===== config.mk =====
export PLATFORM = sky130hd
export DESIGN_NAME = cmd_word_decode
export DESIGN_NICKNAME = d
export VERILOG_FILES = /design/src/hdl/mcseq_pkg.sv /design/src/hdl/cmd_word_decode.sv
export SDC_FILE = /design/constraint.sdc
export NUM_CORES = 1
export LEC_CHECK = 0
export ABC_AREA = 1
export BUFFER_PORTS_ARGS = -buffer_cell sky130_fd_sc_hd__buf_4
export CAP_MARGIN = 15
export CORE_MARGIN = 4
export CORE_UTILIZATION = 38
export CTS_BUF_LIST = sky130_fd_sc_hd__clkbuf_4
export DETAILED_ROUTE_END_ITERATION = 10
export MAX_ROUTING_LAYER = met4
export PLACE_DENSITY = 0.82
export RECOVER_POWER = 50
export SYNTH_ARGS = -nofsm -noshare
export SYNTH_HDL_FRONTEND = slang
export SYNTH_SLANG_ARGS = --single-unit

===== constraint.sdc =====
create_clock -name mclk -period 1.6 [get_ports mclk]
set_clock_uncertainty 0.1 [all_clocks]
set_input_delay 0.32 -clock mclk [delete_from_list [all_inputs] [get_ports mclk]]
set_output_delay 0.32 -clock mclk [all_outputs]
set_load 0.02 [all_outputs]

===== src/hdl/mcseq_pkg.sv =====
/*
 * mcseq shared definitions
 * widths, programming map, DDR opcodes and the structs passed between
 * the sequencer blocks
 */
`default_nettype none

package mcseq_pkg;

    localparam int CMD_ADDR_W = 10;  // 1K words per bank
    localparam int NUM_BANKS  = 2;   // software bank and auto bank
    localparam int CMD_WORD_W = 32;
    localparam int PAUSE_W    = 10;  // pause length in NOP address bits
    localparam int DDR_ADDR_W = 15;  // row/column address, 4Gb part
    localparam int CHN_W      = 4;   // up to 16 buffer channels

    localparam logic [10:0] MAP_0BIT_ADDR  = 11'h020; // set/clear flags
    localparam logic [10:0] MAP_0BIT_MASK  = 11'h7f0;
    localparam logic [10:0] MAP_16BIT_ADDR = 11'h050; // 16-bit registers
    localparam logic [10:0] MAP_16BIT_MASK = 11'h7f8;

    localparam logic [3:0] DFLT_WBUF_DELAY = 4'd8;

    // selector in address bits 3:1, new value in bit 0
    typedef enum logic [2:0] {
        FLAG_CMDA_EN   = 3'd2,  // command/address outputs on
        FLAG_SDRST_ACT = 3'd3,  // memory reset active
        FLAG_CKE_EN    = 3'd4   // clock enable to memory
    } flag_sel_e;

    typedef enum logic [2:0] {
        REG_WBUF_DELAY = 3'd2   // extra write strobe delay, bits 3:0
    } reg16_sel_e;

    // {ras, cas, we}, active low
    typedef enum logic [2:0] {
        OP_NOP = 3'b111,
        OP_ACT = 3'b011,
        OP_RD  = 3'b101,
        OP_WR  = 3'b100,
        OP_PRE = 3'b010,
        OP_REF = 3'b001,
        OP_MRS = 3'b000
    } ddr_op_e;

    typedef struct packed {
        ddr_op_e               op;
        logic [2:0]            ba;
        logic [DDR_ADDR_W-1:0] addr;      // NOP: 9:0 pause, 10 done
        logic                  odt;
        logic                  buf_rd;
        logic                  buf_wr;
        logic                  buf_rst;   // next buffer page
        logic                  add_pause; // one NOP after this word
        logic [5:0]            spare;
    } cmd_word_t;

    typedef struct packed {
        logic               nop;
        logic               add_pause;
        logic [PAUSE_W-1:0] pause_len;
        logic               done;
        logic               buf_rd;
        logic               buf_wr;
        logic               buf_rst;
    } cmd_fields_t;

    typedef struct packed {
        ddr_op_e               op;
        logic [2:0]            ba;
        logic [DDR_ADDR_W-1:0] addr;
        logic                  odt;
    } ddr_cmd_t;

    typedef struct packed {
        logic cmda_en;
        logic ddr_rst;  // high resets memory and sequencer
        logic cke;
    } ddr_ctrl_t;

    typedef struct packed {
        logic                  we;
        logic                  bank;
        logic [CMD_ADDR_W-1:0] addr;
        cmd_word_t             data;
    } bank_wr_t;

    typedef struct packed {
        logic [CHN_W-1:0] chn;
    } buf_tag_t;

endpackage

`default_nettype wire


===== src/hdl/cmd_word_decode.sv =====
/*
 * command word decoder
 * picks the active bank word, splits out the sequencing fields and
 * registers the DDR pins and buffer strobes
 */
`timescale 1ns/10ps
`default_nettype none

module cmd_word_decode import mcseq_pkg::*; (
    input  logic                      mclk,
    input  logic                      mrst,
    input  cmd_word_t [NUM_BANKS-1:0] bank_words_i,
    input  logic                      bank_sel_i,
    input  logic                      word_valid_i,
    input  logic                      cmda_en_i,
    output cmd_fields_t               fields_o,   // same cycle, to fetch control
    output ddr_cmd_t                  ddr_cmd_o,
    output logic                      buf_rd_o,
    output logic                      buf_rst_o,
    output logic                      buf_wr_o    // before the write delay
);

    cmd_word_t word;
    logic      cmd_on;

    assign word = word_valid_i ? bank_words_i[bank_sel_i] : '0;  // stale words dropped

    assign fields_o.nop       = (word.op == OP_NOP);
    assign fields_o.add_pause = word.add_pause;
    assign fields_o.pause_len = word.addr[PAUSE_W-1:0];
    assign fields_o.done      = fields_o.nop && word.addr[PAUSE_W];  // just above length
    assign fields_o.buf_rd    = word.buf_rd;
    assign fields_o.buf_wr    = word.buf_wr;
    assign fields_o.buf_rst   = word.buf_rst;

    assign cmd_on = word_valid_i && !fields_o.nop && cmda_en_i;

    always_ff @(posedge mclk) begin
        if (mrst) begin
            ddr_cmd_o.op   <= OP_NOP;
            ddr_cmd_o.ba   <= '0;
            ddr_cmd_o.addr <= '0;
            ddr_cmd_o.odt  <= 1'b0;
            buf_rd_o       <= 1'b0;
            buf_rst_o      <= 1'b0;
            buf_wr_o       <= 1'b0;
        end else begin
            ddr_cmd_o.op   <= cmd_on ? word.op : OP_NOP;
            ddr_cmd_o.ba   <= cmd_on ? word.ba : '0;
            ddr_cmd_o.addr <= cmd_on ? word.addr : '0;  // pause length kept off the pins
            ddr_cmd_o.odt  <= cmda_en_i && word.odt;
            buf_rd_o       <= fields_o.buf_rd;
            buf_rst_o      <= fields_o.buf_rst;
            buf_wr_o       <= fields_o.buf_wr;
        end
    end

endmodule

`default_nettype wire


==> metrics.md, run 1 <==
| Metric | Value |
|---|---|
| Run status | `finished clean` |
| Post-Synth Simple-Gate Area | `34.8%` |
| Power Density | `661 nW/um2` |
| Worst IR Drop VDD | `291 uV` |
| Synth Area per Inst | `7.81 um2` |
| NetSw | `379 uW` |
| Post-Syn Nets | `225` |
| Fin crit share | `98.1%` |
| Sequential area share after synthesis | `41.1%` |
| Worst EP required | `1.18 ns` |
| Area of the core | `3050 um2` |
| Clock-pin slew on the worst setup and hold paths | `0.13 ns` |
| FILL cells | `304` |
| CP cell instances | `buf_4, buf_4, nor2_1, nor3_2, buf_4` |
| CTS buffer count | `3` |
| DRC Markers | `0` |
| Min-Delay Path Class | `in2reg` |
| Multiplexer area fraction after synthesis | `5.75%` |
| RSZ-0062 raised after global routing | `true` |
| Clk pwr share | `21.1%` |
| Worst Path Class, Setup | `in2out` |
| Total Routing Usage GR | `16.4%` |
| Final ANT Viol Nets | `0` |
| Largest family of logic cells by synthesized area | `simple AND/OR/NAND/NOR gates` |
| Post-synth top area cell | `dfxtp_1` |
| Crit. End Element | `output pin` |
| Crit path largest cell delay | `0.21 ns` |
| Placed inst area | `1960 um2` |
| Synth Area in Compound Gates | `0.821%` |
| Total power | `1320 uW` |
| Fin area | `2000 um2` |
| CP max FO | `11` |
| Worst-margin pin slew | `0.350 ns` |
| Relative slew slack | `76.6%` |
| Bufs and invs on worst path | `3` |
| Internal power | `941 uW` |
| Row count | `20` |
| Worst path slowest cell | `nor3_2` |
| CTS tree | `built` |
| Io pins | `110` |
| IO buf count | `97` |
| Share of power burned in combinational logic | `30.0%` |
| CTS root buffer | `clkbuf_4` |
| First-pass GRT wire length | `5.29 mm` |
| Cell variety after synth | `18` |
| Pins over their slew limit | `0` |
| Post-synth EDFFs | `0` |
| Detailed Route Iter0 Violations | `32` |
| Delay-heaviest family, CP | `buffers and inverters` |
| Die ar. | `4180 um2` |
| Share of cells above drive strength 1 | `49.4%` |
| CP most frequent cell | `buf_4` |
| GRT Residual Overflow | `0` |
| DP Wirelength | `2.68 mm` |
| Sw Share | `28.7%` |
| Synthesized flop and latch total | `25` |
| Die width | `64.6 um` |
| Setup violators final | `0` |
| Layout Nets | `321` |
| Post-Synth Adder-Cell Area | `0%` |
| Synth Cell Area | `1220 um2` |
| Most common cell in the synthesized netlist | `nor2_1` |
| Async SR Flop Fraction | `0%` |
| Setup slack after layout | `0.0302 ns` |
| Critical path arrival | `1.15 ns` |
| Commonest cells post-synth | `nor2_1 (49), dfxtp_1 (25), nand2_1 (17)` |
| CTS max path bufs | `2` |
| Initial Utilization | `39.9%` |
| # diodes | `0` |
| Vias in the first global route | `1,210` |
| Synth top area share | `41.1%` |
| Largest net degree at the start of global routing | `19` |
| Syn Inst Count | `156` |
| Post-synth top flop | `dfxtp_1` |
| Die height | `64.6 um` |
| Pre-CTS WS | `-0.0147 ns` |
| Crit path launch type | `primary input` |
| Post-Route WL | `3.35 mm` |
| Clk sink count | `25` |
| Synthesis-to-layout area growth | `63.9%` |
| P_leak | `0.00103 uW` |
| Sequential power share | `48.9%` |
| Yosys Warn Count | `0` |
| Peak Freq | `637 MHz` |
| Gpl congestion | `0.731` |
| Vias per inst | `4.39` |
| Maxcap violations | `0` |
| Hold Fails Final Rpt | `0` |
| Synth area leaders | `dfxtp_1 (41%), nor2_1 (15%), buf_4 (9.9%)` |
| Initial antenna violation count | `0` |
| Pre-Repair DR Iteration Count | `5` |
| H-tree depth | `1` |
| Vias | `1,295` |
| Synth Area in XOR/XNOR | `0%` |
| Wirelength per Cell | `11.3 um` |
| Minimum clock period | `1.57 ns` |
==> layer usage <==
| metal | routed length [um] | part of all wire (%) | track usage, % | vias up |
|---|---|---|---|---|
| li1 | - | - | - | 661 |
| met1 | 1280 | 38 | 18.2 | 573 |
| met2 | 1760 | 53 | 30.2 | 59 |
| met3 | 300 | 9.0 | 3.64 | 2 |
| met4 | 10 | 0.30 | 3.17 | 0 |
| met5 | 0 | 0 | - | - |
==> placed cells by master (no fill, tap or decap), types with 3 or more instances in the layout <==
master    count
buf_4       105
nor2_1       48
dfxtp_1      25
nand2_1      17
inv_1        12
mux2i_1       7
nor3_1        5
nor3_2        5
clkbuf_1      5
nor3_4        3
nand3_1       3
nor4_1        3
clkbuf_4      3
==> power groups by stage <==
stage                     combinational [uW]  sequential (uW)  clock [uW]
after detailed placement                 395              660           0
final                                    397              645         279
after global routing                     433              648         331
after CTS                                397              646         298
after floorplan                          192              683           0
after global placement                   390              659           0
==> metrics by stage <==
stage,instances,hold WS [ns],util [%],TNS [ns]
after floorplan,156,0.299,-,0
after global placement,291,0.446,64.2,0
after detailed placement,291,0.455,64.2,-0.0147
after CTS,295,0.102,65.4,0
after global routing,295,0.0891,65.4,-0.0686
final,295,0.115,65.4,0
==> timing repair <==
item / CTS / global route
hold buffers: 0 / 0
setup buffers: 0 / 0
cloned: 0 / 0
gates resized for setup: 1 / 7
setup endpoints to repair: 1 / 13
==> final timing paths <==
check | from | end | slack [ns] | cells after the start
max | bank_sel_i | fields_o[12] | 0.03 | 5
min | mrst | buf_rst_o$_SDFF_PP0_ | 0.11 | 2
==> sequential cells by signal (all words and copies together) (netlist names) <==
| register | count |
|---|---|
| buf_rst_o | 1 |
| buf_wr_o | 1 |
| buf_rd_o | 1 |
| ddr_cmd_o | 22 |
==> kinds of logic (layout without fill, tap and decap cells) <==
logic type | count (synthesis) | after routing
compound gates | 2 | 2
buf+inv | 34 | 129
flops | 25 | 25
mux | 7 | 7
simple gates | 88 | 88
==> layout make-up <==
type | instances | area, um2 | share of cell area, %
repair buffers | 111 | 827 | 41.4
clock inverters | 1 | 7.51 | 0.376
well taps | 44 | 55.1 | 2.76
clock buffers | 3 | 22.5 | 1.13
inverters | 14 | 57.6 | 2.88
flip-flops and latches | 25 | 500 | 25.1
multi-input cells | 97 | 527 | 26.4
(Power assumes the default switching activity.)
==> run 2, diff against run 1 <==
Settings changed: ABC_AREA 1 to default, CORE_UTILIZATION 38 to 39.
==> metrics.md, run 2 <==
| Metric | Value |
|---|---|
| Post-Layout Cell Count | `257 (-13%)` |
| Die ar. | `4190 um2 (+0.29%)` |
| Syn Inst Count | `120 (-23%)` |
| Crit. End Element | `output pin` |
| FILL cells | `277 (-8.9%)` |
| Power Density | `649 nW/um2 (-1.8%)` |
| Vias per inst | `4.61 (+4.9%)` |
| Most frequent cells in the layout | `buf_4 (105), dfxtp_1 (25), mux2i_1 (24)` |
| Synth Cell Area | `1250 um2 (+3.0%)` |
| IO buf count | `97 (unchanged)` |
| Clock-pin slew on the worst setup and hold paths | `0.13 ns (about the same)` |
| Synth area leaders | `dfxtp_1 (40%), mux2i_1 (19%), buf_4 (9.0%)` |
| Io pins | `110 (unchanged)` |
| Worst EP required | `1.18 ns (about the same)` |
| Register name with the most flops | `ddr_cmd_o` |
| P_leak | `0.00108 uW (+4.7%)` |
| Fin area | `2000 um2 (unchanged)` |
| First-pass GRT wire length | `5.45 mm (+3.1%)` |
| Grt met2 use | `32.6% (+2.4 points)` |
| Largest net degree at the start of global routing | `20 (+1)` |
| CTS root buffer | `clkbuf_4` |
| Critical path arrival | `1.17 ns (+0.02 ns)` |
| Post-synth top area cell | `dfxtp_1` |
| Vias in the first global route | `1,230 (+1.7%)` |
| Hold path cells | `2 (unchanged)` |
| Cell variety after synth | `19 (+1)` |
| Peak Freq | `630 MHz (-1.1%)` |
| Largest register FFs | `22 (unchanged)` |
| Gr busiest metal | `met2` |
| Post-Route WL | `3.52 mm (+5.1%)` |
| Share of cells above drive strength 1 | `55.9% (+6.5 points)` |
| CP max FO | `7 (-4)` |
| Crit path launch type | `primary input` |
| Post-Syn Nets | `189 (-16%)` |
| Sequential area share after synthesis | `39.9% (-1.2 points)` |
| Worst path slowest cell | `mux2_4` |
| Fin crit share | `99.2% (+1.1 points)` |
| Run status | `finished clean` |
| # placed instances | `252 (-13%)` |
| Total Routing Usage GR | `17.1% (+0.67 points)` |
| RSZ-0062 raised after global routing | `false` |
| CTS tree | `built` |
| Final ANT Viol Nets | `0 (unchanged)` |
| Pre-Repair DR Iteration Count | `2 (-3)` |
| Async SR Flop Fraction | `0% (unchanged)` |
| Maxcap violations | `0 (unchanged)` |
| Area of the core | `3080 um2 (+0.82%)` |
| Synth Area per Inst | `10.5 um2 (+34%)` |
| Yosys Warn Count | `0 (unchanged)` |
| Clk sink count | `25 (unchanged)` |
| Synthesized flop and latch total | `25 (unchanged)` |
| Gpl congestion | `0.679 (-7.1%)` |
| # diodes | `0 (unchanged)` |
| Initial antenna violation count | `0 (unchanged)` |
| CTS max path bufs | `2 (unchanged)` |
| GRT Residual Overflow | `0 (unchanged)` |
| Pre-CTS WS | `-0.0631 ns (-0.0484 ns)` |
| CTS buffer count | `3 (unchanged)` |
| Met1 Use GR | `17.6% (-0.62 points)` |
| Pins over their slew limit | `0 (unchanged)` |
| DRC Markers | `0 (unchanged)` |
| Wirelength per Cell | `13.7 um (+21%)` |
| Relative slew slack | `68.4% (-8.2 points)` |
| Total power | `1300 uW (-1.8%)` |
| Synthesis-to-layout area growth | `59.1%` |
| Commonest cells post-synth | `dfxtp_1 (25), mux2i_1 (24), buf_4 (15), nor2_1 (15), and3b_1 (12)` |
| Crit path largest cell delay | `0.30 ns (+0.09 ns)` |
| Post-synth top flop | `dfxtp_1` |
| Worst Path Class, Setup | `in2out` |
| Minimum clock period | `1.59 ns (+0.0168 ns)` |
| Initial Utilization | `40.8% (+0.85 points)` |
| Setup violators final | `0 (unchanged)` |
| Worst IR Drop VDD | `373 uV (+28%)` |
| Hold_ws | `0.144 ns (+0.0286 ns)` |
| Vias | `1,184 (-8.6%)` |
| H-tree depth | `1 (unchanged)` |
| Die width | `64.7 um (+0.15%)` |
| Hold_sp | `mrst` |
| Detailed Route Iter0 Violations | `1 (-97%)` |
| Worst-margin pin slew | `0.474 ns (+0.124 ns)` |
| Min-Delay Endpoint | `buf_wr_o$_SDFF_PP0_` |
| GRT met3 Usage | `2.43% (-1.2 points)` |
| Hold Fails Final Rpt | `0 (unchanged)` |
| Row count | `20 (unchanged)` |
| Post-synth EDFFs | `0 (unchanged)` |
| Synth top area share | `39.9% (-1.2 points)` |
| Min-Delay Path Class | `in2reg` |
| DP Wirelength | `2.98 mm (+11%)` |
| Most common cell in the synthesized netlist | `dfxtp_1` |
| Die height | `64.7 um (+0.15%)` |
| Placed inst area | `1970 um2 (+0.57%)` |
| CP cell instances | `buf_8, mux2_4, o211a_4, and3_4, buf_6` |
| Layout Nets | `283 (-12%)` |
| Commonest non-fill, non-tap cell in the layout | `buf_4` |
| Setup slack after layout | `0.0134 ns (-0.0168 ns)` |
| CTS Hold Buffers Added | `0 (unchanged)` |
[run 2: cell count changes after synthesis, moves of 7 or more]
cell     change
nor2_1      -34
mux2i_1     +17
nand2_1     -15
and3b_1     +12
inv_1       -12
nor3_1       -7
nor3b_2      +7
[run 2: area by class of cell]
cell class                      count  area, um2  share of cell area, %
Clock buffer                        3       22.5                   1.13
Clock inverter                      1       5.00                  0.251
Inverter                            1       3.75                  0.188
Multi-Input combinational cell     72        573                   28.7
Sequential cell                    25        500                   25.1
Tap cell                           44       55.1                   2.76
Timing Repair Buffer              111        837                   41.9
[run 2: logic make-up (layout without fill, tap and decap cells)]
kind of cell / count (synthesis) / after routing / synth area share [%]
AO/OA/AOI/OAI: 3 / 3 / 1.60
buffers and inverters: 23 / 116 / 13.8
flip-flops: 25 / 25 / 39.9
multiplexers: 26 / 26 / 21.2
AND/OR/NAND/NOR: 43 / 43 / 23.5
[run 2: worst max-delay path by stage]
stage                    start      endpoint  slack (ns)  depth (start not counted)
floorplan           bank_sel_i   fields_o[3]       -0.04                          5
global placement    bank_sel_i   fields_o[3]       -0.05                          5
detailed placement  bank_sel_i   fields_o[3]       -0.06                          5
CTS                 bank_sel_i  fields_o[15]       0.003                          5
global route        bank_sel_i   fields_o[3]      0.0005                          5
finish              bank_sel_i   fields_o[3]        0.01                          5
[run 2: worst max-delay path: cells and delay by family]
| kind | cells | cell delay (ns) |
|---|---|---|
| compound gates | 1 | 0.16 |
| buf+inv | 2 | 0.23 |
| simple gates | 1 | 0.15 |
| mux | 1 | 0.30 |
[run 2: per-stage QoR]
step	util, %	setup TNS [ns]
global route	64.9	0
floorplan	-	-0.0356
detailed placement	64.1	-0.115
global placement	64.1	-0.0933
finish	64.9	0
CTS	65.6	0
[run 2: what timing repair did]
item,4_1_cts,5_1_grt
setup buffers,0,1
gates resized for setup,4,2
setup endpoints to repair,2,2
pin swaps,0,0
[run 2: per-layer routing]
layer | up-vias | wire length, um
li1 | 583 | -
met1 | 540 | 1260
met2 | 57 | 1940
met3 | 4 | 276
met4 | 0 | 40
met5 | - | 0
[run 2: power breakdown]
| part | switching, uW | total [uW] | internal, uW |
|---|---|---|---|
| clock | 189 | 283 | 93.4 |
| sequential | 5.03 | 645 | 640 |
| combinational | 161 | 369 | 207 |
| total | 355 | 1300 | 941 |
